`src/cpu_settings.svh`:
```
`ifndef CPU_SETTINGS_SVH
`define CPU_SETTINGS_SVH

// datapath and address width
`define CPU_XLEN 32

// instruction memory size in words, loaded while reset is held
`define CPU_IMEM_DEPTH 64

// data memory size in words
`define CPU_DMEM_DEPTH 32

// architectural registers, x0 reads as zero
`define CPU_REG_COUNT 32

// first fetch address after reset
`define CPU_PC_RESET 32'h0000_0000

`endif

```
`src/isa_pkg.sv`:
```
`include "cpu_settings.svh"

package isa_pkg;

    typedef logic [`CPU_XLEN-1:0] word_t;                     // one machine word
    typedef logic [$clog2(`CPU_REG_COUNT)-1:0] reg_addr_t;    // rs1, rs2, rd
    typedef logic [2:0] funct3_t;
    typedef logic [6:0] funct7_t;

    // major opcodes, only the supported subset
    typedef enum logic [6:0] {
        opc_op     = 7'b0110011,  // register-register alu
        opc_op_imm = 7'b0010011,  // register-immediate alu
        opc_load   = 7'b0000011,
        opc_store  = 7'b0100011,
        opc_branch = 7'b1100011,
        opc_jal    = 7'b1101111,
        opc_jalr   = 7'b1100111,
        opc_system = 7'b1110011   // ecall
    } opcode_t;

    // funct3 values for op and op_imm
    localparam funct3_t f3_add_sub = 3'b000;
    localparam funct3_t f3_slt     = 3'b010;
    localparam funct3_t f3_or      = 3'b110;
    localparam funct3_t f3_and     = 3'b111;

    // funct3 for memory, branch and system
    localparam funct3_t f3_word   = 3'b010; // lw / sw
    localparam funct3_t f3_beq    = 3'b000;
    localparam funct3_t f3_priv   = 3'b000; // ecall

    // funct7 for op, bit 5 picks sub
    localparam funct7_t f7_base = 7'b0000000;
    localparam funct7_t f7_sub  = 7'b0100000;

    // addi x0, x0, 0
    localparam word_t nop_instr = 32'h0000_0013;

endpackage

```
`src/pipe_pkg.sv`:
```
`include "cpu_settings.svh"

package pipe_pkg;

    // alu operation, beq reuses sub for its zero test
    typedef enum logic [2:0] {
        alu_add = 3'd0,
        alu_sub = 3'd1,
        alu_and = 3'd2,
        alu_or  = 3'd3,
        alu_slt = 3'd4
    } alu_op_t;

    // source of the register write data
    typedef enum logic [1:0] {
        wb_alu       = 2'd0,
        wb_mem       = 2'd1,
        wb_pc_plus_4 = 2'd2  // jal / jalr link
    } wb_sel_t;

    // decoded control, all zero means no effect
    typedef struct packed {
        logic    rf_wr_en;    // already cleared for rd == x0
        alu_op_t alu_op;
        logic    alu_use_imm;
        logic    branch;      // beq
        logic    jump;        // jal or jalr
        logic    jalr;        // target from alu sum
        logic    mem_wr_en;   // sw
        wb_sel_t wb_sel;
        logic    halt;        // ecall
    } ctrl_t;

    // ==================================================================
    // stage registers
    // ==================================================================
    typedef struct packed {
        logic          valid;
        isa_pkg::word_t instr;
        isa_pkg::word_t pc;
    } if_id_t;

    typedef struct packed {
        logic              valid;
        ctrl_t             ctrl;
        isa_pkg::word_t    rs1_data;
        isa_pkg::word_t    rs2_data;
        isa_pkg::word_t    imm;
        isa_pkg::word_t    pc;
        isa_pkg::reg_addr_t rs1;
        isa_pkg::reg_addr_t rs2;
        isa_pkg::reg_addr_t rd;
    } id_ex_t;

    typedef struct packed {
        logic              valid;
        logic              rf_wr_en;
        logic              mem_wr_en;
        wb_sel_t           wb_sel;
        logic              halt;
        isa_pkg::word_t    alu_result;  // also the memory address
        isa_pkg::word_t    store_data;
        isa_pkg::reg_addr_t rd;
        isa_pkg::word_t    pc_plus_4;
    } ex_mem_t;

    typedef struct packed {
        logic              valid;
        logic              rf_wr_en;
        wb_sel_t           wb_sel;
        isa_pkg::word_t    alu_result;
        isa_pkg::word_t    mem_data;
        isa_pkg::reg_addr_t rd;
        isa_pkg::word_t    pc_plus_4;
        logic              halt;
    } mem_wb_t;

endpackage

```
`src/fetch_stage.sv`:
```
`timescale 1ns/1ps
`include "cpu_settings.svh"

module fetch_stage (
    input  logic             clk,
    input  logic             arst_n,
    input  logic             imem_wr_en,     // program load strobe, reset held
    input  isa_pkg::word_t   imem_wr_addr,   // byte address, word aligned
    input  isa_pkg::word_t   imem_wr_data,
    input  logic             redirect,       // taken beq / jump in execute
    input  isa_pkg::word_t   redirect_pc,
    input  logic             halt_seen,      // ecall decoded, stop fetching
    output pipe_pkg::if_id_t if_id
);

    localparam int imem_aw = $clog2(`CPU_IMEM_DEPTH);

    isa_pkg::word_t imem [`CPU_IMEM_DEPTH];
    isa_pkg::word_t pc;
    isa_pkg::word_t instr;

    // ==================================================================
    // instruction memory
    // ==================================================================
    always_ff @(posedge clk) begin
        if (imem_wr_en)
            imem[imem_wr_addr[imem_aw+1:2]] <= imem_wr_data;
    end

    assign instr = imem[pc[imem_aw+1:2]];   // async read, word index

    // ==================================================================
    // pc and fetch/decode register
    // ==================================================================
    always_ff @(posedge clk or negedge arst_n) begin
        if (!arst_n) begin
            pc          <= `CPU_PC_RESET;
            if_id.valid <= 1'b0;
            if_id.instr <= isa_pkg::nop_instr;
            if_id.pc    <= `CPU_PC_RESET;
        end else if (redirect) begin
            pc          <= redirect_pc;         // target fetched next edge
            if_id.valid <= 1'b0;                // wrong-path slot killed
            if_id.instr <= isa_pkg::nop_instr;
            if_id.pc    <= pc;
        end else if (halt_seen) begin
            if_id.valid <= 1'b0;                // pc frozen, bubbles only
            if_id.instr <= isa_pkg::nop_instr;
            if_id.pc    <= pc;
        end else begin
            pc          <= pc + 32'd4;
            if_id.valid <= 1'b1;
            if_id.instr <= instr;
            if_id.pc    <= pc;
        end
    end

endmodule

```
`config.mk`:
```
export PLATFORM = sky130hd
export DESIGN_NAME = fetch_stage
export DESIGN_NICKNAME = d
export VERILOG_FILES = /design/src/isa_pkg.sv /design/src/pipe_pkg.sv /design/src/fetch_stage.sv
export VERILOG_INCLUDE_DIRS = /design/src /design/src/src
export SDC_FILE = /design/constraint.sdc
export NUM_CORES = 2
export LEC_CHECK = 0
export BUFFER_PORTS_ARGS = -buffer_cell sky130_fd_sc_hd__buf_2
export CORE_MARGIN = 3
export CORE_UTILIZATION = 30
export DETAILED_ROUTE_END_ITERATION = 16
export GPL_TIMING_DRIVEN = 0
export PLACE_DENSITY = 0.44
export SYNTH_ARGS = -nofsm -noshare
export SYNTH_HDL_FRONTEND = slang
export SYNTH_SLANG_ARGS = --single-unit
```
`constraint.sdc`:
```
create_clock -name clk -period 5.4 [get_ports clk]
set_clock_uncertainty 0.1 [all_clocks]
set_input_delay 0.54 -clock clk [delete_from_list [all_inputs] [get_ports clk]]
set_output_delay 0.54 -clock clk [all_outputs]
set_load 0.03 [all_outputs]
```
Word level (Yosys, flattened, before mapping). Memory sizes are Yosys's and may differ from the RTL's. Cells that the tools add are included. Widths: inputs -> output; s select.

Muxes and demuxes: 6. Reduce and logical (&&, ||, !) cells: 0. Magnitude comparators: 0. Add/subtract/negate cells: 1. Equality and inequality tests: 1. Multiply operators: 0. Bitwise operators: 0. Div/mod/pow operators: 0. Shift-type cells: 0.

Operators with widths (count): $mux 65 (2); $mux 32 (2); $add 32x3->32 const B (1); $mux 1 (2); $ne 2x2->1 const B (1).

RAM bits: 2048. Memory bits (read-only): 0. Output and inout port bits: 65. Input bits: 101. Latch bits: 0. Memories kept: 1. Word-level logic and storage cells: 13. Bits in registers: 97.

Memory list: imem (words 64, width 32, rd ports 1, clocked after memory_dff 0, wr ports 1, line fetch_stage.sv:18) `` isa_pkg::word_t imem [`CPU_IMEM_DEPTH]; ``.

Depth between registers and ports, before layout.
Depth in word-level cells: 3. Gate-level depth with buffers: 11.

Worst setup path after synthesis. OpenSTA, ideal clock, no wires.

Path kind: input port to flip-flop. Start point: in imem_wr_addr[5]. End point: mem imem[48][0] (netlist name) (enable). Required time: 4.839 ns. Setup slack: 1.600 ns. Arrival: 3.239 ns. Stages: 4. Cell sequence: clkbuf_1 > nor2b_1 > nand4b_1 > nor3_1.

RTL lines: start, declared (line fetch_stage.sv:8) `input isa_pkg::word_t imem_wr_addr,`; end, declared (line fetch_stage.sv:18).

Straight into the memory's write port.

Worst setup path after layout.
Start point: reg pc[5]. End point: reg if_id[49] (netlist name).

Longest elaborated chain between the ends: 3.

RTL lines: start, declared (line fetch_stage.sv:19) `isa_pkg::word_t pc;`; start signal, assigned (line fetch_stage.sv:37) `` pc <= `CPU_PC_RESET; ``; start signal, assigned (line fetch_stage.sv:42) `pc <= redirect_pc;`; start signal, assigned (line fetch_stage.sv:51) `pc <= pc + 32'd4;`; $mem_v2 64x32; $mux 65 (line fetch_stage.sv:46) `end else if (halt_seen) begin`; $mux 65 (line fetch_stage.sv:41) `end else if (redirect) begin`; end, declared (line fetch_stage.sv:13) `output pipe_pkg::if_id_t if_id`.

Every way passes these cells. A chain may end at the register's enable or synchronous reset.

==> results.toml <==
[outcome]
status = "complete, no violations"

[grt]
grt_pass1_wl_um = 390000
gr-total-overflow = 0
grt_max_degree = 65
grtUsageTotal_pct = 20.8
grt_pass1_vias = 42285
antenna_found_initial = 31

[worst_hold_path]
hold_path_depth = 4
holdPathEnd = "pc[6]"
hp-class = "in2reg"
min_from = "halt_seen"

[pwr]
p_seq_share_pct = 48.4
power_density_nw_per_um2 = 390
p_leak_nw = 30.9
switching_power_w = 0.00949
power_frac_comb_pct = 10.9
pwr-share-clk_pct = 40.6
internal_power_w = 0.0287
peakVddDrop_uv = 283
power_switching_share_pct = 24.9

[place]
gp_congestion = 0.835
dp.cells = 7499
placed_cell_area_um2 = 90000
dp_hpwl_um = 196000
io_buffers = 132

[detailed_routing]
drt_iter0_drc = 5477
routed_wl_um = 294000
via_count = 42614
ant_nets = 0
drc = 0
avgRoutedWirePerCell_um = 36.8
vias_per_cell = 5.35
firstDrtPassIters = 5

[cells_and_area]
area_growth_pct = 19.5
drive_gt1_share_pct = 30.5
multi_input_area_um2 = 17200
seq_area_um2 = 63900
utilization_pct = 36.1
fill_cells = 24990
nets = 4298
mostFrequentLayoutCell = "edfxtp_1"
final_cell_mix = "2,048 x edfxtp_1, 512 x mux4_2, 231 x clkbuf_16"
design_area_um2 = 97800
final_cells = 7971

[synth]
synth_edf_count = 2048
syn-num-nets = 3774
synth_cells = 3672
netlist_area_um2 = 81800
avgSynthCellArea_um2 = 22.3
synth-seq-area-share_pct = 78.2
yosys.cell_types.count = 60
synthArstFlopShare_pct = 4.52
yosys_warnings = 0
postSynthRegisterBits = 2145
ys.flop_type = "edfxtp_1"

[worst_setup_path]
arrival_ns = 5.87
end_kind = "flip-flop"
reg2regPathDepth = 8
cp_max_fo = 10
worstReg2RegEnd = "if_id[49]"
worstReg2RegStart = "pc[5]"
ff2ff_setup_slack_ns = 0.22
crit_type = "reg2reg"
worstSetupStartpointType = "flip-flop"
crit_required_ns = 6.08

[sta]
period_share_pct = 96.0
timing.fmax_mhz = 193
rsz0062_at_grt = "no"
setup_violations = 0
max-slew-margin-rel_pct = 0.796
fin_tns_setup_ns = 0
worst_pin_slew_ns = 1.49
fin_crit_ns = 5.18
maxSlewViolCount = 0
hold_viol = 0

[clock_network]
cts_root_buffer = "clkbuf_16"
cts_htree_levels = 4
clock_latency_ns = 0.87
cts_tree = "built"
cts_resized = 0
cts.path.max_buffers = 3
path_clk_slew_ns = 0.06
clock_sinks = 2145
postCtsSetupRepairBufs = 0
holdBufCountCts = 35
cts_buffers = 227

[die]
ios = 166
initial_utilization_pct = 30.2
die_y_um = 528
die_w_um = 528
core_area_um2 = 271000
rows = 191
die_area_um2 = 279000

[run]
maxCapViolCount = 0
## cell usage after synthesis, types with 13 or more instances
cell | count | area (um2)
edfxtp_1 | 2048 | 61500
mux4_2 | 512 | 11500
nand2_1 | 131 | 492
nor2_1 | 129 | 484
mux2i_1 | 122 | 1220
dfrtp_1 | 94 | 2350
o21ai_0 | 66 | 330
buf_2 | 60 | 300
buf_4 | 60 | 450
clkbuf_1 | 53 | 199
a21oi_1 | 52 | 260
o22ai_1 | 33 | 206
a22oi_1 | 22 | 165
a221oi_1 | 19 | 166
a211oi_1 | 17 | 128
buf_6 | 16 | 180
mux2_2 | 16 | 180
nand3_1 | 16 | 80.1
nor2b_1 | 14 | 87.6
o21ai_1 | 14 | 70.1
xnor2_1 | 14 | 123
a221o_1 | 13 | 130
o221ai_1 | 13 | 114
xor2_1 | 13 | 114
## flip-flops by register name, indices dropped and copies added (netlist names)
signal  cells
pc         32
imem     2048
if_id      65
## worst max path at each step
stage,slack [ns],from,end,cells after the start
after floorplan,1.60,imem_wr_addr[5],imem[48][0],4
after global placement,-3.32,imem_wr_addr[5],imem[49][22],4
after detailed placement,0.51,pc[5],if_id[49],8
after CTS,0.49,pc[5],if_id[49],8
after global routing,0.29,pc[5],if_id[49],8
final,0.22,pc[5],if_id[49],8
## power groups by stage
stage	logic (W)	registers (W)	clock network, W
after floorplan	0.00206	0.0189	0
after global placement	0.00410	0.0188	0
after detailed placement	0.00417	0.0188	0
after CTS	0.00420	0.0185	0.0158
after global routing	0.00433	0.0185	0.0165
final	0.00418	0.0185	0.0155
## per-stage QoR
| step | total power [W] | setup slack (ns) | hold slack [ns] |
|---|---|---|---|
| floorplan | 0.0210 | 1.60 | 0.144 |
| global placement | 0.0229 | -3.32 | 0.258 |
| detailed placement | 0.0230 | 0.510 | 0.263 |
| CTS | 0.0385 | 0.492 | 0.0000482 |
| global route | 0.0393 | 0.292 | 0.0746 |
| finish | 0.0382 | 0.218 | 0.0922 |
## worst max-delay path, cell delays in order (launching register included)
cell and delay [ns]:
dfrtp_1 0.34, buf_2 0.31, buf_1 0.86, nand3b_1 1.23, o22ai_1 0.51, a2111oi_1 0.10, buf_2 0.24, a221oi_1 1.08
a22o_1 0.32
## layout make-up
class / count / share of cell area (%)
Sequential cell: 2145 / 65.4
Multi-Input combinational cell: 1322 / 17.6
Clock buffer: 315 / 6.47
Tap cell: 3570 / 4.57
Timing Repair Buffer: 295 / 3.70
Buffer: 197 / 1.19
Clock inverter: 109 / 1.07
Inverter: 8 / 0.0307
Antenna cell: 10 / 0.0256
## logic make-up after synthesis
logic type / count (synthesis) / share of synthesized area (%)
flops: 2145 / 78.2
mux: 650 / 15.8
simple gates: 345 / 1.86
compound gates: 299 / 2.41
buf+inv: 205 / 1.45
xor+xnor: 27 / 0.289
fa+ha+maj: 1 / 0.0153
## routing by layer
| layer | share of wire [%] | GRT usage [%] |
|---|---|---|
| met2 | 46 | 32.4 |
| met4 | 3.8 | 7.04 |
| met1 | 43 | 29.2 |
| met3 | 7.4 | 4.03 |
| met5 | 0.0092 | 0 |
(Power assumes the default switching activity.)
