### src/cpu_settings.svh
`ifndef CPU_SETTINGS_SVH
`define CPU_SETTINGS_SVH

// datapath and address width
`define CPU_XLEN 32

// instruction memory size in words, loaded while reset is held
`define CPU_IMEM_DEPTH 64

// data memory size in words
`define CPU_DMEM_DEPTH 32

// architectural registers, x0 reads as zero
`define CPU_REG_COUNT 32

// first fetch address after reset
`define CPU_PC_RESET 32'h0000_0000

`endif

### src/isa_pkg.sv
`include "cpu_settings.svh"

package isa_pkg;

    typedef logic [`CPU_XLEN-1:0] word_t;                     // one machine word
    typedef logic [$clog2(`CPU_REG_COUNT)-1:0] reg_addr_t;    // rs1, rs2, rd
    typedef logic [2:0] funct3_t;
    typedef logic [6:0] funct7_t;

    // major opcodes, only the supported subset
    typedef enum logic [6:0] {
        opc_op     = 7'b0110011,  // register-register alu
        opc_op_imm = 7'b0010011,  // register-immediate alu
        opc_load   = 7'b0000011,
        opc_store  = 7'b0100011,
        opc_branch = 7'b1100011,
        opc_jal    = 7'b1101111,
        opc_jalr   = 7'b1100111,
        opc_system = 7'b1110011   // ecall
    } opcode_t;

    // funct3 values for op and op_imm
    localparam funct3_t f3_add_sub = 3'b000;
    localparam funct3_t f3_slt     = 3'b010;
    localparam funct3_t f3_or      = 3'b110;
    localparam funct3_t f3_and     = 3'b111;

    // funct3 for memory, branch and system
    localparam funct3_t f3_word   = 3'b010; // lw / sw
    localparam funct3_t f3_beq    = 3'b000;
    localparam funct3_t f3_priv   = 3'b000; // ecall

    // funct7 for op, bit 5 picks sub
    localparam funct7_t f7_base = 7'b0000000;
    localparam funct7_t f7_sub  = 7'b0100000;

    // addi x0, x0, 0
    localparam word_t nop_instr = 32'h0000_0013;

endpackage

### src/pipe_pkg.sv
`include "cpu_settings.svh"

package pipe_pkg;

    // alu operation, beq reuses sub for its zero test
    typedef enum logic [2:0] {
        alu_add = 3'd0,
        alu_sub = 3'd1,
        alu_and = 3'd2,
        alu_or  = 3'd3,
        alu_slt = 3'd4
    } alu_op_t;

    // source of the register write data
    typedef enum logic [1:0] {
        wb_alu       = 2'd0,
        wb_mem       = 2'd1,
        wb_pc_plus_4 = 2'd2  // jal / jalr link
    } wb_sel_t;

    // decoded control, all zero means no effect
    typedef struct packed {
        logic    rf_wr_en;    // already cleared for rd == x0
        alu_op_t alu_op;
        logic    alu_use_imm;
        logic    branch;      // beq
        logic    jump;        // jal or jalr
        logic    jalr;        // target from alu sum
        logic    mem_wr_en;   // sw
        wb_sel_t wb_sel;
        logic    halt;        // ecall
    } ctrl_t;

    // ==================================================================
    // stage registers
    // ==================================================================
    typedef struct packed {
        logic          valid;
        isa_pkg::word_t instr;
        isa_pkg::word_t pc;
    } if_id_t;

    typedef struct packed {
        logic              valid;
        ctrl_t             ctrl;
        isa_pkg::word_t    rs1_data;
        isa_pkg::word_t    rs2_data;
        isa_pkg::word_t    imm;
        isa_pkg::word_t    pc;
        isa_pkg::reg_addr_t rs1;
        isa_pkg::reg_addr_t rs2;
        isa_pkg::reg_addr_t rd;
    } id_ex_t;

    typedef struct packed {
        logic              valid;
        logic              rf_wr_en;
        logic              mem_wr_en;
        wb_sel_t           wb_sel;
        logic              halt;
        isa_pkg::word_t    alu_result;  // also the memory address
        isa_pkg::word_t    store_data;
        isa_pkg::reg_addr_t rd;
        isa_pkg::word_t    pc_plus_4;
    } ex_mem_t;

    typedef struct packed {
        logic              valid;
        logic              rf_wr_en;
        wb_sel_t           wb_sel;
        isa_pkg::word_t    alu_result;
        isa_pkg::word_t    mem_data;
        isa_pkg::reg_addr_t rd;
        isa_pkg::word_t    pc_plus_4;
        logic              halt;
    } mem_wb_t;

endpackage

### src/rf_write_if.sv
`timescale 1ns/1ps

// one register file write result, used for forwarding and writeback
interface rf_write_if;

    logic               valid;  // real instruction, not a bubble
    logic               wr_en;  // writes rd, never x0
    isa_pkg::reg_addr_t rd;
    isa_pkg::word_t     data;

    modport source (
        output valid, wr_en, rd, data
    );

    modport sink (
        input valid, wr_en, rd, data
    );

endinterface

### src/decode_stage.sv
`timescale 1ns/1ps
`include "cpu_settings.svh"

module decode_stage (
    input  logic             clk,
    input  logic             arst_n,
    input  pipe_pkg::if_id_t if_id,
    input  logic             flush,      // taken branch / jump in execute
    rf_write_if.sink         wb,         // registered writeback result
    output pipe_pkg::id_ex_t id_ex,
    output logic             halt_seen
);

    isa_pkg::word_t     instr;
    isa_pkg::opcode_t   opcode;
    isa_pkg::funct3_t   funct3;
    isa_pkg::funct7_t   funct7;
    isa_pkg::reg_addr_t rs1, rs2, rd;
    isa_pkg::word_t     imm_i, imm_s, imm_b, imm_j, imm;
    isa_pkg::word_t     rs1_data, rs2_data;
    pipe_pkg::ctrl_t    ctrl;
    logic               ecall_now;
    logic               halt_q;
    isa_pkg::word_t     regs [`CPU_REG_COUNT];

    assign instr  = if_id.instr;
    assign opcode = isa_pkg::opcode_t'(instr[6:0]);
    assign funct3 = instr[14:12];
    assign funct7 = instr[31:25];
    assign rd     = instr[11:7];
    assign rs1    = instr[19:15];
    assign rs2    = instr[24:20];

    // immediates, all sign extended from bit 31
    assign imm_i = {{20{instr[31]}}, instr[31:20]};
    assign imm_s = {{20{instr[31]}}, instr[31:25], instr[11:7]};
    assign imm_b = {{19{instr[31]}}, instr[31], instr[7], instr[30:25], instr[11:8], 1'b0};
    assign imm_j = {{11{instr[31]}}, instr[31], instr[19:12], instr[20], instr[30:21], 1'b0};

    // ==================================================================
    // decoder
    // ==================================================================
    always_comb begin
        ctrl = '0;      // unknown encodings do nothing
        imm  = imm_i;
        case (opcode)
            isa_pkg::opc_op: begin
                ctrl.rf_wr_en = 1'b1;
                case (funct3)
                    isa_pkg::f3_add_sub: ctrl.alu_op = (funct7 == isa_pkg::f7_sub) ?
                                                       pipe_pkg::alu_sub : pipe_pkg::alu_add;
                    isa_pkg::f3_slt:     ctrl.alu_op = pipe_pkg::alu_slt;
                    isa_pkg::f3_or:      ctrl.alu_op = pipe_pkg::alu_or;
                    isa_pkg::f3_and:     ctrl.alu_op = pipe_pkg::alu_and;
                    default:             ctrl.rf_wr_en = 1'b0;
                endcase
            end
            isa_pkg::opc_op_imm: begin
                ctrl.rf_wr_en    = 1'b1;
                ctrl.alu_use_imm = 1'b1;
                case (funct3)
                    isa_pkg::f3_add_sub: ctrl.alu_op = pipe_pkg::alu_add;
                    isa_pkg::f3_slt:     ctrl.alu_op = pipe_pkg::alu_slt;
                    isa_pkg::f3_or:      ctrl.alu_op = pipe_pkg::alu_or;
                    isa_pkg::f3_and:     ctrl.alu_op = pipe_pkg::alu_and;
                    default:             ctrl.rf_wr_en = 1'b0;
                endcase
            end
            isa_pkg::opc_load: begin
                ctrl.rf_wr_en    = (funct3 == isa_pkg::f3_word);
                ctrl.alu_use_imm = 1'b1;                    // address = rs1 + imm
                ctrl.wb_sel      = pipe_pkg::wb_mem;
            end
            isa_pkg::opc_store: begin
                ctrl.mem_wr_en   = (funct3 == isa_pkg::f3_word);
                ctrl.alu_use_imm = 1'b1;
                imm              = imm_s;
            end
            isa_pkg::opc_branch: begin
                ctrl.branch = (funct3 == isa_pkg::f3_beq);
                ctrl.alu_op = pipe_pkg::alu_sub;            // zero means equal
                imm         = imm_b;
            end
            isa_pkg::opc_jal: begin
                ctrl.rf_wr_en = 1'b1;
                ctrl.jump     = 1'b1;
                ctrl.wb_sel   = pipe_pkg::wb_pc_plus_4;
                imm           = imm_j;
            end
            isa_pkg::opc_jalr: begin
                ctrl.rf_wr_en    = 1'b1;
                ctrl.jump        = 1'b1;
                ctrl.jalr        = 1'b1;
                ctrl.alu_use_imm = 1'b1;
                ctrl.wb_sel      = pipe_pkg::wb_pc_plus_4;
            end
            isa_pkg::opc_system: ctrl.halt = (funct3 == isa_pkg::f3_priv);
            default: ;
        endcase
        ctrl.rf_wr_en = ctrl.rf_wr_en & (rd != '0);        // x0 is never written
    end

    // ==================================================================
    // register file
    // ==================================================================
    always_ff @(posedge clk) begin
        if (wb.wr_en)
            regs[wb.rd] <= wb.data;
    end

    // same-cycle writeback bypasses the array
    always_comb begin
        rs1_data = (rs1 == '0) ? '0 : regs[rs1];
        rs2_data = (rs2 == '0) ? '0 : regs[rs2];
        if (wb.valid && wb.wr_en && wb.rd == rs1)
            rs1_data = wb.data;
        if (wb.valid && wb.wr_en && wb.rd == rs2)
            rs2_data = wb.data;
    end

    // halt_seen acts in the ecall's own decode cycle, then stays set
    assign ecall_now = if_id.valid & ~flush & ctrl.halt;
    assign halt_seen = halt_q | ecall_now;

    always_ff @(posedge clk or negedge arst_n) begin
        if (!arst_n) begin
            halt_q <= 1'b0;
            id_ex  <= '0;
        end else begin
            if (ecall_now)
                halt_q <= 1'b1;
            id_ex.valid    <= if_id.valid & ~flush;                 // flush -> bubble
            id_ex.ctrl     <= (if_id.valid && !flush) ? ctrl : '0;
            id_ex.rs1_data <= rs1_data;
            id_ex.rs2_data <= rs2_data;
            id_ex.imm      <= imm;
            id_ex.pc       <= if_id.pc;
            id_ex.rs1      <= rs1;
            id_ex.rs2      <= rs2;
            id_ex.rd       <= rd;
        end
    end

endmodule

### src/flat_wrapper.sv
// flat-port wrapper written by rule: the top's interface ports become plain ports
module decode_stage_flat 
  (clk, arst_n, if_id, flush, id_ex, halt_seen, wb_valid, wb_wr_en, wb_rd, wb_data);
  rf_write_if wb_i ();
  input  logic clk;
  input  logic arst_n;
  input  pipe_pkg::if_id_t if_id;
  input  logic flush;
  output pipe_pkg::id_ex_t id_ex;
  output logic halt_seen;
  input wire logic [$bits(wb_i.valid)-1:0] wb_valid;
  input wire logic [$bits(wb_i.wr_en)-1:0] wb_wr_en;
  input wire logic [$bits(wb_i.rd)-1:0] wb_rd;
  input wire logic [$bits(wb_i.data)-1:0] wb_data;
  assign wb_i.valid = wb_valid;
  assign wb_i.wr_en = wb_wr_en;
  assign wb_i.rd = wb_rd;
  assign wb_i.data = wb_data;
  decode_stage u_core (.clk(clk), .arst_n(arst_n), .if_id(if_id), .flush(flush), .wb(wb_i), .id_ex(id_ex), .halt_seen(halt_seen));
endmodule
### config.mk
export PLATFORM = sky130hd
export DESIGN_NAME = decode_stage_flat
export DESIGN_NICKNAME = d
export VERILOG_FILES = /design/src/isa_pkg.sv /design/src/pipe_pkg.sv /design/src/rf_write_if.sv /design/src/decode_stage.sv /design/src/flat_wrapper.sv
export VERILOG_INCLUDE_DIRS = /design/src /design/src/src
export SDC_FILE = /design/constraint.sdc
export NUM_CORES = 1
export LEC_CHECK = 0
export BUFFER_PORTS_ARGS = -buffer_cell sky130_fd_sc_hd__clkbuf_2
export CAP_MARGIN = 30
export CORE_MARGIN = 2
export CORE_UTILIZATION = 40
export DETAILED_ROUTE_END_ITERATION = 10
export GPL_ROUTABILITY_DRIVEN = 0
export PLACE_DENSITY_LB_ADDON = 0.2
export SYNTH_ARGS = -nofsm -noshare
export SYNTH_HDL_FRONTEND = slang
export SYNTH_SLANG_ARGS = --single-unit
### constraint.sdc
create_clock -name clk -period 1.88 [get_ports clk]
set_clock_uncertainty 0.2 [all_clocks]
set_input_delay 0.094 -clock clk [delete_from_list [all_inputs] [get_ports clk]]
set_output_delay 0.094 -clock clk [all_outputs]
set_load 0.05 [all_outputs]
* Word level (Yosys, flattened, before mapping)
Memories as Yosys holds them, arrays and structs flattened.
Cells that the tools add are included.
Widths: inputs -> output; s select.
** Storage, ports and cells
- Memories kept :: 1
- Input bits :: 107
- Memory bits (writable) :: 1024
- Output and inout port bits :: 157
- Bits in registers :: 146
** Memories
- u_core.regs :: depth 32, width 32, read ports 2, clocked after Yosys merged registers in 0, wr ports 1, RTL line decode_stage.sv:24 : isa_pkg::word_t regs [`CPU_REG_COUNT];
** Operators by class
- Equal/unequal tests :: 14
- Multiplexer cells :: 21
- Bitwise gates (word level) :: 5
- Reductions and logical operators :: 13
** Operators by type and width (count)
- $mux 32 :: 4
- $pmux 20 s3 :: 1
- $eq 7x7->1 const B :: 4
- $eq 7x6->1 const B :: 3
- $pmux 3 s3 :: 2
- $mux 12 :: 1
- $pmux 3 s4 :: 1
- $eq 5x5->1 :: 2
- $logic_not 5->1 :: 2
- $mux 1 :: 10
- $reduce_or 4->1 :: 2
- $eq 7x2->1 const B :: 1
- $eq 7x5->1 const B :: 1
- $eq 3x3->1 const B :: 2
- $reduce_bool 5->1 :: 1
- $logic_and 1x1->1 :: 4
- $pmux 2 s2 :: 1
- $reduce_or 2->1 :: 2
- $and 1x1->1 :: 3
- $eq 3x2->1 const B :: 1
- $logic_not 3->1 :: 1
- $pmux 1 s3 :: 1
- $logic_not 1->1 :: 1
- $not 1->1 :: 1
- $or 1x1->1 :: 1

* Longest topological paths before layout
- Depth after elaboration :: 6
- Depth in mapped cells :: 10
- Depth with buffers taken out :: 5

* Least setup slack after synthesis
OpenSTA, ideal clock, no wires.
- Path kind :: in2reg
- Start point :: input port wb_rd[0]
- End point :: memory u_core.regs[28][0] (netlist bit), enable pin
- Slack :: -1003 ps
- Library setup time :: 421 ps
- Stages on the path :: 4
- Required time :: 1259 ps
- Arrival :: 2262 ps
- Cell sequence :: clkbuf_1 or3b_2 clkbuf_1 nor2_1
** RTL lines
- from (decl) :: RTL line flat_wrapper.sv:13 : input wire logic [$bits(wb_i.rd)-1:0] wb_rd;
- to (decl) :: RTL line decode_stage.sv:24
Straight into the memory's write port.

==> impl_metrics.toml <==
[routing]
drc = 0
routedWlPerCell_um = 35.6
antenna_left = 0
viasPerCell = 6.33
drtIter0Drc = 4406
dr.pass1.iters = 6
vias = 33100
wl_um = 186000

[timing]
finalCritPeriodShare_pct = 113
finalHoldViolations = 0
tightest_slew_ns = 0.858
max_slew_margin_pct = 42.7
slew_violations = 0
rsz0062_at_grt = "true"
setup_viol = 36
fmax_mhz = 471
period_needed_ns = 2.12
finalWorstSetupSlack_ns = -0.242
timing.setup.tns_ns = -1.89

[setup_path]
r2r_slack_ns = -0.24
arrival_ns = 2.52
critPathKind = "reg2reg"
r2r-end = "u_core.id_ex[141]"
critPathRequiredTime_ns = 2.28
startpoint_type = "register"
r2r_cells = 5
end_kind = "register"
rr_startpoint = "u_core.regs[21][30]"
crit_fanout = 2

[yosys]
synth_compound_area_share_pct = 4.96
synth.top_cell.area_share_pct = 58.9
ys_types = 46
muxShareOfSynthArea_pct = 24.6
syn_avg_cell_area_um2 = 20.1
synthAdderAreaFrac_pct = 0
synth_ff_type = "edfxtp_1"
syn_nets = 2707
ys_top_cells_by_area = "edfxtp_1 59%, mux4_2 21%, dfrtp_1 7.0%"
synth_seq_cells = 1170
ys_seq_area_share_pct = 65.9
netlist_area_um2 = 52200
yosysMostFrequentCell = "edfxtp_1"
synth_xor_area_share_pct = 0.168
synth_edf_count = 1024
synth_common_cells = "1024 x edfxtp_1, 494 x mux4_2, 146 x dfrtp_1"
yosys_warnings = 0
synthSimpleGateAreaFrac_pct = 1.93
synth_top_area_cell = "edfxtp_1"
synth_top_family_by_area = "multiplexers"
async_flop_share_pct = 12.5
syn_inst = 2600

[hold_path]
holdPathStages = 5
hold_end = "u_core.id_ex[110]"
hold_class = "in2reg"
hold_start = "if_id[54]"

[die]
rows = 132
core_um2 = 129000
ios = 264
die-area_um2 = 133000
die_width_um = 365
die_h_um = 365
start_util_pct = 40.3

[cells_and_area]
layout.nets = 3493
fin_area_um2 = 66700
drive_above_1_share_pct = 46.2
syn_to_final_growth_pct = 27.9
final_core_util_pct = 51.5
fin_cells = 5236

[global_route]
grt_pass1_wl_um = 259000
grt_pass1_vias = 34200
antenna_found_initial = 16
grt_max_degree = 49
track_usage_pct = 28.0
grt_overflow = 0

[power_and_ir_drop]
p_per_area_nw_per_um2 = 926
p_leak_nw = 23.0
vdd.ir_drop.worst_v = 0.000907

[placement]
dp.cells = 4800
port_buffers = 263
place_hpwl_um = 117000
place_ws_ns = -0.629
dpl_cell_area_um2 = 59700

[cts]
cts_tree = "done"
cts_made_buffers = 132
htreeDepth = 4
cts_root_buf = "clkbuf_16"
clkLatencyLatePin_ns = 0.78
clockBufferDepth = 3
cts.clk_slew.worst_paths_ns = 0.06
clock-sinks = 1170

[outcome]
violations = "negative setup slack"
outcome = "finished, violations left"

[job]
cap_violations = 0
## power breakdown
| group | switching [mW] | internal, mW | leakage, nW |
|---|---|---|---|
| registers | 0.432 | 28.8 | 10.9 |
| clock network | 10.6 | 14.7 | 2.07 |
| logic | 4.18 | 3.01 | 9.97 |
## placed cells by master (no fill, tap or decap), drive strengths merged, types with 4 or more instances in the layout
master	instances
clkbuf	438
o21ai	47
bufinv	6
edfxtp	1024
nor2	45
nor2b	53
inv	16
a21o	8
a31oi	44
buf	442
dlygate4sd3	184
a32o	63
nor3	14
o22a	18
xnor2	8
o22ai	4
o211ai	18
nand3b	5
or2	4
nand2	12
mux2i	124
and2	6
a211oi	44
clkinv	35
mux2	42
nand3	24
nand2b	9
dfrtp	146
clkinvlp	4
a221oi	44
mux4	494
nor4	4
a21oi	6
a22oi	36
## per-stage QoR
stage	total power [mW]	hold WS, ns
3_5_place_dp	36.3	-0.152
2_1_floorplan	33.3	-0.402
4_1_cts	62.0	-0.0197
3_3_place_gp	36.2	-0.160
5_1_grt	63.5	0.0246
6_report	61.8	0.0241
## critical path: stages, from the launching register on
cell and delay [ns]:
edfxtp_1 0.38, mux4_2 0.48, mux2_4 0.30, o22ai_4 0.15, nor3_2 0.06, a311o_1 0.38
## registers in the layout, indices dropped and copies added (netlist names)
| name | flops |
|---|---|
| u_core.id_ex | 145 |
| u_core.regs | 1024 |
| u_core.halt_q | 1 |
## per-layer routing
metal | part of all wire [%] | track usage, % | vias to the layer above
met5 | 0.038 | 0 | -
met4 | 3.2 | 9.69 | 10
met3 | 10 | 6.36 | 350
met2 | 46 | 42.9 | 2160
met1 | 41 | 39.6 | 17800
li1 | - | - | 12800
## kinds of logic (layout without fill, tap and decap cells)
family,after synthesis,after routing
other cells,0,1
xor+xnor,10,10
buf+inv,234,1127
compound gates,338,338
simple gates,188,188
flops,1170,1170
mux,660,660
## what timing repair did
action                     4_1_cts  5_1_grt
buffers inserted                 3        4
resized for setup              168       80
hold buffers                   186        2
setup endpoints to repair      100       73
pin swaps                       73       67
hold endpoints to repair      1426        1
## layout make-up
type	instances	area [um^2]
antenna	1	2.50
multi-input combinational	1196	17500
clock buffer	186	3720
fill	10300	62800
tap	1742	2180
sequential	1170	34400
inverter	6	22.5
clock inverter	55	503
timing repair buffer	880	8340
## worst max-delay path by stage
stage                                    from                  to  slack [ns]  cells past startpoint
after global routing      u_core.regs[22][30]   u_core.id_ex[141]       -0.27                      5
after floorplan                      wb_rd[1]  u_core.regs[13][0]       -0.24                      3
final                     u_core.regs[21][30]   u_core.id_ex[141]       -0.24                      5
after detailed placement            if_id[52]   u_core.id_ex[102]       -0.63                      7
after global placement              if_id[52]   u_core.id_ex[102]       -0.62                      7
after CTS                 u_core.regs[21][30]   u_core.id_ex[141]       -0.20                      5
Note: power is estimated with default switching activity, not from simulation.
