File: config.mk
export PLATFORM = sky130hd
export DESIGN_NAME = execute_stage_flat
export DESIGN_NICKNAME = d
export VERILOG_FILES = /design/src/isa_pkg.sv /design/src/pipe_pkg.sv /design/src/rf_write_if.sv /design/src/execute_stage.sv /design/src/flat_wrapper.sv
export VERILOG_INCLUDE_DIRS = /design/src /design/src/src
export SDC_FILE = /design/constraint.sdc
export NUM_CORES = 1
export LEC_CHECK = 0
export BUFFER_PORTS_ARGS = -buffer_cell sky130_fd_sc_hd__buf_2
export CAP_MARGIN = 5
export CORE_ASPECT_RATIO = 0.5
export CORE_UTILIZATION = 29
export DETAILED_ROUTE_END_ITERATION = 8
export SETUP_SLACK_MARGIN = 0.4
export SLEW_MARGIN = 10
export SYNTH_ARGS = -nofsm -noshare
export SYNTH_HDL_FRONTEND = slang
export SYNTH_SLANG_ARGS = --single-unit
File: constraint.sdc
create_clock -name clk -period 17.2 [get_ports clk]
set_input_delay 1.72 -clock clk [delete_from_list [all_inputs] [get_ports clk]]
set_output_delay 1.72 -clock clk [all_outputs]
set_load 0.05 [all_outputs]
File: src/cpu_settings.svh
`ifndef CPU_SETTINGS_SVH
`define CPU_SETTINGS_SVH

// datapath and address width
`define CPU_XLEN 32

// instruction memory size in words, loaded while reset is held
`define CPU_IMEM_DEPTH 64

// data memory size in words
`define CPU_DMEM_DEPTH 32

// architectural registers, x0 reads as zero
`define CPU_REG_COUNT 32

// first fetch address after reset
`define CPU_PC_RESET 32'h0000_0000

`endif

File: src/isa_pkg.sv
`include "cpu_settings.svh"

package isa_pkg;

    typedef logic [`CPU_XLEN-1:0] word_t;                     // one machine word
    typedef logic [$clog2(`CPU_REG_COUNT)-1:0] reg_addr_t;    // rs1, rs2, rd
    typedef logic [2:0] funct3_t;
    typedef logic [6:0] funct7_t;

    // major opcodes, only the supported subset
    typedef enum logic [6:0] {
        opc_op     = 7'b0110011,  // register-register alu
        opc_op_imm = 7'b0010011,  // register-immediate alu
        opc_load   = 7'b0000011,
        opc_store  = 7'b0100011,
        opc_branch = 7'b1100011,
        opc_jal    = 7'b1101111,
        opc_jalr   = 7'b1100111,
        opc_system = 7'b1110011   // ecall
    } opcode_t;

    // funct3 values for op and op_imm
    localparam funct3_t f3_add_sub = 3'b000;
    localparam funct3_t f3_slt     = 3'b010;
    localparam funct3_t f3_or      = 3'b110;
    localparam funct3_t f3_and     = 3'b111;

    // funct3 for memory, branch and system
    localparam funct3_t f3_word   = 3'b010; // lw / sw
    localparam funct3_t f3_beq    = 3'b000;
    localparam funct3_t f3_priv   = 3'b000; // ecall

    // funct7 for op, bit 5 picks sub
    localparam funct7_t f7_base = 7'b0000000;
    localparam funct7_t f7_sub  = 7'b0100000;

    // addi x0, x0, 0
    localparam word_t nop_instr = 32'h0000_0013;

endpackage

File: src/pipe_pkg.sv
`include "cpu_settings.svh"

package pipe_pkg;

    // alu operation, beq reuses sub for its zero test
    typedef enum logic [2:0] {
        alu_add = 3'd0,
        alu_sub = 3'd1,
        alu_and = 3'd2,
        alu_or  = 3'd3,
        alu_slt = 3'd4
    } alu_op_t;

    // source of the register write data
    typedef enum logic [1:0] {
        wb_alu       = 2'd0,
        wb_mem       = 2'd1,
        wb_pc_plus_4 = 2'd2  // jal / jalr link
    } wb_sel_t;

    // decoded control, all zero means no effect
    typedef struct packed {
        logic    rf_wr_en;    // already cleared for rd == x0
        alu_op_t alu_op;
        logic    alu_use_imm;
        logic    branch;      // beq
        logic    jump;        // jal or jalr
        logic    jalr;        // target from alu sum
        logic    mem_wr_en;   // sw
        wb_sel_t wb_sel;
        logic    halt;        // ecall
    } ctrl_t;

    // ==================================================================
    // stage registers
    // ==================================================================
    typedef struct packed {
        logic          valid;
        isa_pkg::word_t instr;
        isa_pkg::word_t pc;
    } if_id_t;

    typedef struct packed {
        logic              valid;
        ctrl_t             ctrl;
        isa_pkg::word_t    rs1_data;
        isa_pkg::word_t    rs2_data;
        isa_pkg::word_t    imm;
        isa_pkg::word_t    pc;
        isa_pkg::reg_addr_t rs1;
        isa_pkg::reg_addr_t rs2;
        isa_pkg::reg_addr_t rd;
    } id_ex_t;

    typedef struct packed {
        logic              valid;
        logic              rf_wr_en;
        logic              mem_wr_en;
        wb_sel_t           wb_sel;
        logic              halt;
        isa_pkg::word_t    alu_result;  // also the memory address
        isa_pkg::word_t    store_data;
        isa_pkg::reg_addr_t rd;
        isa_pkg::word_t    pc_plus_4;
    } ex_mem_t;

    typedef struct packed {
        logic              valid;
        logic              rf_wr_en;
        wb_sel_t           wb_sel;
        isa_pkg::word_t    alu_result;
        isa_pkg::word_t    mem_data;
        isa_pkg::reg_addr_t rd;
        isa_pkg::word_t    pc_plus_4;
        logic              halt;
    } mem_wb_t;

endpackage

File: src/rf_write_if.sv
`timescale 1ns/1ps

// one register file write result, used for forwarding and writeback
interface rf_write_if;

    logic               valid;  // real instruction, not a bubble
    logic               wr_en;  // writes rd, never x0
    isa_pkg::reg_addr_t rd;
    isa_pkg::word_t     data;

    modport source (
        output valid, wr_en, rd, data
    );

    modport sink (
        input valid, wr_en, rd, data
    );

endinterface

File: src/execute_stage.sv
`timescale 1ns/1ps

module execute_stage (
    input  logic              clk,
    input  logic              arst_n,
    input  pipe_pkg::id_ex_t  id_ex,
    rf_write_if.sink          mem_fwd,     // result now in memory stage
    rf_write_if.sink          wb_fwd,      // registered writeback result
    output logic              redirect,
    output isa_pkg::word_t    redirect_pc,
    output pipe_pkg::ex_mem_t ex_mem
);

    isa_pkg::word_t op_a;       // rs1 after forwarding
    isa_pkg::word_t rs2_val;    // rs2 after forwarding, also store data
    isa_pkg::word_t op_b;
    isa_pkg::word_t alu_result;
    isa_pkg::word_t pc_plus_4;
    logic           zero;
    logic           taken;

    // memory stage is younger so it wins over writeback
    function automatic isa_pkg::word_t fwd_sel(
        input isa_pkg::reg_addr_t rs,
        input isa_pkg::word_t     reg_val,
        input logic               m_hit_en,
        input isa_pkg::reg_addr_t m_rd,
        input isa_pkg::word_t     m_data,
        input logic               w_hit_en,
        input isa_pkg::reg_addr_t w_rd,
        input isa_pkg::word_t     w_data
    );
        if (m_hit_en && m_rd == rs)
            return m_data;
        else if (w_hit_en && w_rd == rs)
            return w_data;
        return reg_val;
    endfunction

    // ==================================================================
    // operand forwarding and alu
    // ==================================================================
    assign op_a = fwd_sel(id_ex.rs1, id_ex.rs1_data,
                          mem_fwd.valid & mem_fwd.wr_en, mem_fwd.rd, mem_fwd.data,
                          wb_fwd.valid & wb_fwd.wr_en, wb_fwd.rd, wb_fwd.data);
    assign rs2_val = fwd_sel(id_ex.rs2, id_ex.rs2_data,
                             mem_fwd.valid & mem_fwd.wr_en, mem_fwd.rd, mem_fwd.data,
                             wb_fwd.valid & wb_fwd.wr_en, wb_fwd.rd, wb_fwd.data);
    assign op_b = id_ex.ctrl.alu_use_imm ? id_ex.imm : rs2_val;

    always_comb begin
        case (id_ex.ctrl.alu_op)
            pipe_pkg::alu_sub: alu_result = op_a - op_b;
            pipe_pkg::alu_and: alu_result = op_a & op_b;
            pipe_pkg::alu_or:  alu_result = op_a | op_b;
            pipe_pkg::alu_slt: alu_result = {31'd0, $signed(op_a) < $signed(op_b)};
            default:           alu_result = op_a + op_b;
        endcase
    end

    assign zero      = (alu_result == '0);
    assign pc_plus_4 = id_ex.pc + 32'd4;

    // ==================================================================
    // branch / jump resolution
    // ==================================================================
    assign taken       = id_ex.valid & ((id_ex.ctrl.branch & zero) | id_ex.ctrl.jump);
    assign redirect    = taken;
    assign redirect_pc = id_ex.ctrl.jalr ? {alu_result[31:1], 1'b0}   // jalr clears bit 0
                                         : id_ex.pc + id_ex.imm;      // beq, jal

    always_ff @(posedge clk or negedge arst_n) begin
        if (!arst_n) begin
            ex_mem <= '0;
        end else begin
            ex_mem.valid      <= id_ex.valid;
            ex_mem.rf_wr_en   <= id_ex.ctrl.rf_wr_en;
            ex_mem.mem_wr_en  <= id_ex.ctrl.mem_wr_en;
            ex_mem.wb_sel     <= id_ex.ctrl.wb_sel;
            ex_mem.halt       <= id_ex.ctrl.halt;
            ex_mem.alu_result <= alu_result;
            ex_mem.store_data <= rs2_val;
            ex_mem.rd         <= id_ex.rd;
            ex_mem.pc_plus_4  <= pc_plus_4;
        end
    end

endmodule

File: src/flat_wrapper.sv
// flat-port wrapper written by rule: the top's interface ports become plain ports
module execute_stage_flat 
  (clk, arst_n, id_ex, redirect, redirect_pc, ex_mem, mem_fwd_valid, mem_fwd_wr_en, mem_fwd_rd, mem_fwd_data, wb_fwd_valid, wb_fwd_wr_en, wb_fwd_rd, wb_fwd_data);
  rf_write_if mem_fwd_i ();
  rf_write_if wb_fwd_i ();
  input  logic clk;
  input  logic arst_n;
  input  pipe_pkg::id_ex_t id_ex;
  output logic redirect;
  output isa_pkg::word_t redirect_pc;
  output pipe_pkg::ex_mem_t ex_mem;
  input wire logic [$bits(mem_fwd_i.valid)-1:0] mem_fwd_valid;
  input wire logic [$bits(mem_fwd_i.wr_en)-1:0] mem_fwd_wr_en;
  input wire logic [$bits(mem_fwd_i.rd)-1:0] mem_fwd_rd;
  input wire logic [$bits(mem_fwd_i.data)-1:0] mem_fwd_data;
  input wire logic [$bits(wb_fwd_i.valid)-1:0] wb_fwd_valid;
  input wire logic [$bits(wb_fwd_i.wr_en)-1:0] wb_fwd_wr_en;
  input wire logic [$bits(wb_fwd_i.rd)-1:0] wb_fwd_rd;
  input wire logic [$bits(wb_fwd_i.data)-1:0] wb_fwd_data;
  assign mem_fwd_i.valid = mem_fwd_valid;
  assign mem_fwd_i.wr_en = mem_fwd_wr_en;
  assign mem_fwd_i.rd = mem_fwd_rd;
  assign mem_fwd_i.data = mem_fwd_data;
  assign wb_fwd_i.valid = wb_fwd_valid;
  assign wb_fwd_i.wr_en = wb_fwd_wr_en;
  assign wb_fwd_i.rd = wb_fwd_rd;
  assign wb_fwd_i.data = wb_fwd_data;
  execute_stage u_core (.clk(clk), .arst_n(arst_n), .id_ex(id_ex), .mem_fwd(mem_fwd_i), .wb_fwd(wb_fwd_i), .redirect(redirect), .redirect_pc(redirect_pc), .ex_mem(ex_mem));
endmodule
# Word level (Yosys, flattened, before mapping)
# Index checks and enable logic that the tools add are counted.
[totals] reg_bits=107 in_bits=236 output_inout_bits=140 word_cells=47
[classes] addsub=4 order_cmp=1 eq_ne=8 mux=13 n_bitwise=7 n_reduce_logical=5
[ops] op="$mux 32" count=8
[ops] op="$pmux 32 s4" count=1
[ops] op="$add 32x32->32" count=2
[ops] op="$add 32x3->32 const B" count=1
[ops] op="$and 32x32->32" count=1
[ops] op="$logic_not 32->1" count=1
[ops] op="$lt 32x32->1" count=1
[ops] op="$or 32x32->32" count=1
[ops] op="$sub 32x32->32" count=1
[ops] op="$eq 5x5->1" count=4
[ops] op="$eq 3x2->1 const B" count=2
[ops] op="$and 1x1->1" count=4
[ops] op="$logic_and 1x1->1" count=4
[ops] op="$mux 1" count=4
[ops] op="$eq 3x1->1 const B" count=1
[ops] op="$eq 3x3->1 const B" count=1
[ops] op="$or 1x1->1" count=1

# Logic depth before layout (Yosys ltp)
[depth] ltp_word=12 mapped_depth=22 mapped_depth_nobuf=21

# Least setup slack after synthesis
# No wires, ideal clock.
[synth_timing] path_kind="in2out" start="in id_ex[9] (netlist name)" end="out redirect" arrival_ps=7189 slack_ps=8291 cell_stages=20 n_path_buf=1 cell_sequence="xor2_1 -> nor4_1 -> nand4_1 -> buf_1 -> mux2i_1 -> a21oi_1 -> mux2i_1 -> inv_1 -> fa_1 -> a211oi_2 -> o31ai_2 -> a31oi_2 -> a211oi_2 -> a31oi_1 -> o221a_1 -> o22ai_1 -> or4_1 -> nor4_2 -> nand4b_1 -> o31ai_1"
[synth_via] elab_chain_cells=12
[synth_rtl] item="start: declaration" line="flat_wrapper.sv:8" text="input pipe_pkg::id_ex_t id_ex;"
[synth_rtl] item="$eq 5x5->1" line="execute_stage.sv:35" text="else if (w_hit_en && w_rd == rs)"
[synth_rtl] item="$logic_and 1x1->1" line="execute_stage.sv:35"
[synth_rtl] item="$mux 1" line="execute_stage.sv:35"
[synth_rtl] item="$mux 1" line="execute_stage.sv:33" text="if (m_hit_en && m_rd == rs)"
[synth_rtl] item="$mux 32 (*)" line="execute_stage.sv:37" text="return reg_val;"
[synth_rtl] item="named net u_core.rs2_val[1]" line="execute_stage.sv:15" text="isa_pkg::word_t rs2_val;"
[synth_rtl] item="$mux 32 (*)" line="execute_stage.sv:49" text="assign op_b = id_ex.ctrl.alu_use_imm ? id_ex.imm : rs2_val;"
[synth_rtl] item="$add 32x32->32 or $sub 32x32->32 (tied branches)" line="execute_stage.sv:57, execute_stage.sv:53"
[synth_rtl] item="$pmux 32 s4 (*)" line="execute_stage.sv:52" text="case (id_ex.ctrl.alu_op)"
[synth_rtl] item="named net u_core.alu_result[14]" line="execute_stage.sv:17" text="isa_pkg::word_t alu_result;"
[synth_rtl] item="$logic_not 32->1 (*)" line="execute_stage.sv:61" text="assign zero = (alu_result == '0);"
[synth_rtl] item="$and 1x1->1 (*)" line="execute_stage.sv:67" text="assign taken = id_ex.valid & ((id_ex.ctrl.branch & zero) | id_ex.ctrl.jump);"
[synth_rtl] item="$or 1x1->1 (*)" line="execute_stage.sv:67"
[synth_rtl] item="$and 1x1->1 (*)" line="execute_stage.sv:67"
[synth_rtl] item="end: declaration" line="flat_wrapper.sv:9" text="output logic redirect;"
# Mark *: on every way through the listed nets, which the timed path passes. The rest lies on a longest branch.

# Worst setup path after layout
[layout_timing] start="in id_ex[7] (netlist name)" end="out redirect_pc[30]"
[layout_via] elab_chain_cells=9
[layout_rtl] item="$eq 5x5->1" line="execute_stage.sv:35"
[layout_rtl] item="$logic_and 1x1->1" line="execute_stage.sv:35"
[layout_rtl] item="$mux 1" line="execute_stage.sv:35"
[layout_rtl] item="$mux 1" line="execute_stage.sv:33"
[layout_rtl] item="$mux 32 (*)" line="execute_stage.sv:37"
[layout_rtl] item="named net u_core.rs2_val[0]" line="execute_stage.sv:15"
[layout_rtl] item="$mux 32 (*)" line="execute_stage.sv:49"
[layout_rtl] item="$add 32x32->32 or $sub 32x32->32 (tied branches)" line="execute_stage.sv:57, execute_stage.sv:53"
[layout_rtl] item="$pmux 32 s4 (*)" line="execute_stage.sv:52"
[layout_rtl] item="named net u_core.alu_result[30]" line="execute_stage.sv:17"
[layout_rtl] item="$mux 32 (*)" line="execute_stage.sv:69" text="assign redirect_pc = id_ex.ctrl.jalr ? {alu_result[31:1], 1'b0}"
[layout_rtl] item="end: declaration" line="flat_wrapper.sv:10" text="output isa_pkg::word_t redirect_pc;"
# Marked as above.

==> results by group <==
Status
  – Status: complete, no violations

Synth
  – Cell types occupying the most area after synthesis: sky130_fd_sc_hd__dfrtp_1 (22%), sky130_fd_sc_hd__ha_1 (13%), sky130_fd_sc_hd__mux2i_1 (8.4%), sky130_fd_sc_hd__a21oi_1 (6.2%), sky130_fd_sc_hd__nor2_1 (4.7%)
  – Number of synthesized flops with an enable pin: 0
  – Area share of the leading cell type in the synthesized netlist: a little over a fifth
  – Async set-or-reset flop fraction in the synthesized netlist: 100%
  – Primary flip-flop cell chosen by synthesis mapping: sky130_fd_sc_hd__dfrtp_1
  – Area leader, netlist: sky130_fd_sc_hd__dfrtp_1
  – Fraction of the yosys area taken by sequential cells: 21.5%
  – Syn_area_per_cell: 7.93 um^2
  – Seq cells post-synth: 107
  – Count of cell types in the netlist: 97
  – Commonest cells post-synth: sky130_fd_sc_hd__a21oi_1 (155), sky130_fd_sc_hd__nor2_1 (155), sky130_fd_sc_hd__ha_1 (128), sky130_fd_sc_hd__inv_1 (127), sky130_fd_sc_hd__nand2_1 (113)
  – Netlist area before placement: about 12000 um^2
  – Net count after synthesis: around 1.9k
  – Warnings from Yosys: 0
  – Post-synthesis cell count: approximately 1.6k

Clocking
  – # hold bufs at CTS: 0
  – H-Tree Level Count: 3
  – Clock Tree Root: sky130_fd_sc_hd__clkbuf_16
  – TritonCTS clock tree: yes
  – Number of buffers between clock root and the deepest sink: 2
  – Total setup buffers inserted after CTS: 0
  – TritonCTS Buffers: 9
  – Cells resized by post-CTS repair: 0
  – Total clock sinks: between 100 and 150
  – Clock transition at the registers of the reported paths: 90 ps

Global route
  – Maximum number of pins on one net before global-route repair: 70
  – Total grt overflow: 0
  – Initial antenna violation count: 4
  – First-pass GRT wire length: 81900 um
  – GRT Total Usage: 25.2%
  – Number of global-route vias before repair: approximately 12k

Worst setup path
  – Crit path buffers/inverters: 5
  – Data arrival time of the critical path: between 7000 and 8000 ps
  – Cell family with most CP delay: compound AO/OA/AOI/OAI gates
  – CP Capture Type: output port
  – Critical-path maximum fanout: 32
  – List of cells traversed by the critical path: buf_2 > xor2_1 > nor4_1 > nand4_1 > buf_4 > mux2i_1 > a21oi_1 > mux2i_1 > inv_1 > ha_1 > inv_1 > fa_1 > nor2b_1 > o2111a_1 > nor4_2 > nor2_1 > a2111oi_4 > a2111oi_0 > o311ai_0 > a32oi_1 > o21ai_0 > nand2_1 > o21ai_0 > buf_2
  – Type of the setup path with the least slack: primary input to output port
  – Worst stage delay on the critical path: 580 ps
  – Worst EP required: 15480 ps
  – Critical Path Slowest Stage Cell: sky130_fd_sc_hd__a2111oi_4
  – Crit start category: primary input

Place
  – Post-placement setup slack: roughly 8000 ps
  – Placer Congestion: 0.993
  – Post-detail-place hpwl: 46700 um
  – Port bufs: 375

Detailed routing
  – DR iter-0 viols: 1443
  – Total wire length: around 57000 um
  – Number of remaining DRC errors: 0
  – Per-cell routed wire length: 23.1 um
  – Total number of vias: 13.5k
  – Number of vias per cell: 5.47
  – Post-route ant nets: 0
  – Number of detailed-route iterations in the first pass: 5

Cells and area
  – Register bank with the most flops: u_core.ex_mem
  – Max FFs per register: 107
  – Layout overhead on the synthesized area: 21.4%
  – Top Registers: u_core.ex_mem (107)
  – Net count of the finished layout: 2253
  – Storage cell area: 2680 um^2
  – Count of fill cells added during filler insertion: 4477
  – Share of cells above drive strength 1: 24.2%
  – Multi-input logic area: a little under 9000 um^2

Power
  – Sequential share of power: about a quarter
  – Leakage power total: about 7.6 nW
  – Total power: around 1.2 mW
  – Combinational cell fraction of total power: 57.6%
  – Total power per unit cell area: 80.0 nW/um^2
  – Fraction of power spent switching nets: a little over half
  – Sw power: around 0.63 mW
  – Maximum VDD drop: 0.0477 mV
  – Share of total power in the clock network: 18.5%
  – Internal power: approximately 0.58 mW

Worst hold path
  – Tightest Hold Check Type: primary input to async pin

Timing
  – Relative slew slack: 9.93%
  – Post-route setup TNS: 0 ps
  – Fin crit period: ~9600 ps
  – Number of setup violations in the final report: 0
  – Actual slew at the worst max-slew pin: 1340 ps
  – Share of the cycle needed by the critical path after routing: between 50% and 60%
  – RSZ-0062 raised after global routing: no
  – Final Hold Vio Count: 0
  – Fin worst setup slack: between 7000 and 8000 ps
  – Number of max-slew violations in the final report: 0
  – Peak clock frequency supported by timing: 0.104 GHz

Die
  – Placeable Area: between 40000 and 50000 um^2
  – Count of pins on the block boundary: 376
  – FP Rows: 53
  – Die height: around 150 um
  – Area of the die: 43800 um^2
  – Die outline width: 295 um
  – Starting density of the core: 29.5%

Job
  – Max-cap viol count: 0
## cell type report
class | instances | share of cell area, %
Sequential cell | 107 | 17.7
Tap cell | 577 | 4.78
Inverter | 130 | 3.23
Clock buffer | 9 | 1.49
Antenna cell | 2 | 0.0331
Clock inverter | 7 | 0.522
Multi-Input combinational cell | 1250 | 59.1
Timing Repair Buffer | 388 | 13.1
## power groups by stage
stage / combinational, mW / clock [mW] / sequential [mW]
floorplan: 0.359 / 0 / 0.395
CTS: 0.681 / 0.227 / 0.289
global placement: 0.680 / 0 / 0.294
global route: 0.732 / 0.236 / 0.291
detailed placement: 0.678 / 0 / 0.294
finish: 0.697 / 0.223 / 0.289
## worst max-delay path by stage
stage | startpoint | end | slack [ps] | cells past startpoint
6_report | id_ex[7] | redirect_pc[30] | 7570 | 24
5_1_grt | id_ex[7] | redirect_pc[30] | 7260 | 24
4_1_cts | id_ex[7] | redirect_pc[30] | 7770 | 24
3_5_place_dp | id_ex[7] | redirect_pc[30] | 7790 | 24
3_3_place_gp | id_ex[7] | redirect_pc[30] | 7810 | 24
2_1_floorplan | id_ex[9] | redirect | 8290 | 20
## through the flow
| stage | cell area, um^2 | std cells | util, % | hold WS [ps] |
|---|---|---|---|---|
| global placement | 14800 | 2452 | 35.1 | 1740 |
| global route | 15100 | 2468 | 35.9 | 1350 |
| CTS | 15100 | 2468 | 35.9 | 1330 |
| finish | 15100 | 2470 | 35.9 | 1330 |
| floorplan | 12400 | 1568 | - | 1420 |
| detailed placement | 14800 | 2452 | 35.1 | 1730 |
## logic make-up (layout without fill, tap and decap cells)
family	after synthesis	count (layout)	synth area share (%)
buffers and inverters	211	534	6.89
other	0	2	0
AND/OR/NAND/NOR	463	463	18.3
XOR/XNOR	84	84	5.91
AO/OA/AOI/OAI	461	461	25.0
flip-flops	107	107	21.5
adder cells (fa/ha/maj)	131	131	13.4
multiplexers	111	111	9.00
## layout by cell type (no fill, tap or decap), drive strengths merged, types with 6 or more instances in the layout
master | synthesis | routed
nand4 | 20 | 20
o221a | 8 | 8
o311ai | 6 | 6
a21boi | 10 | 10
nor2b | 21 | 21
nand2b | 14 | 14
o211ai | 16 | 16
xor2 | 36 | 36
or2 | 8 | 8
mux2 | 7 | 7
inv | 129 | 133
and3 | 7 | 7
o31ai | 17 | 17
or3 | 7 | 7
and4 | 6 | 6
nor4 | 14 | 14
nor2 | 155 | 155
dfrtp | 107 | 107
o22ai | 13 | 13
clkbuf | 44 | 9
a21oi | 158 | 158
a21o | 25 | 25
a211oi | 24 | 24
o221ai | 7 | 7
and2 | 10 | 10
a2111oi | 7 | 7
ha | 128 | 128
nor3 | 35 | 35
nand2 | 113 | 113
buf | 37 | 388
o21bai | 12 | 12
mux2i | 104 | 104
xnor2 | 48 | 48
nand3 | 30 | 30
o21ai | 77 | 77
a31oi | 12 | 12
a221oi | 11 | 11
o21a | 13 | 13
a221o | 6 | 6
## layer usage
| layer | GRT usage, % | vias to the layer above | wire [um] |
|---|---|---|---|
| li1 | - | 6261 | - |
| met1 | 36.8 | 6559 | 26300 |
| met2 | 36.3 | 601 | 23700 |
| met3 | 6.05 | 80 | 5520 |
| met4 | 7.24 | 0 | 1550 |
| met5 | 0 | - | 0 |
Power figures use the tool's default switching activity.
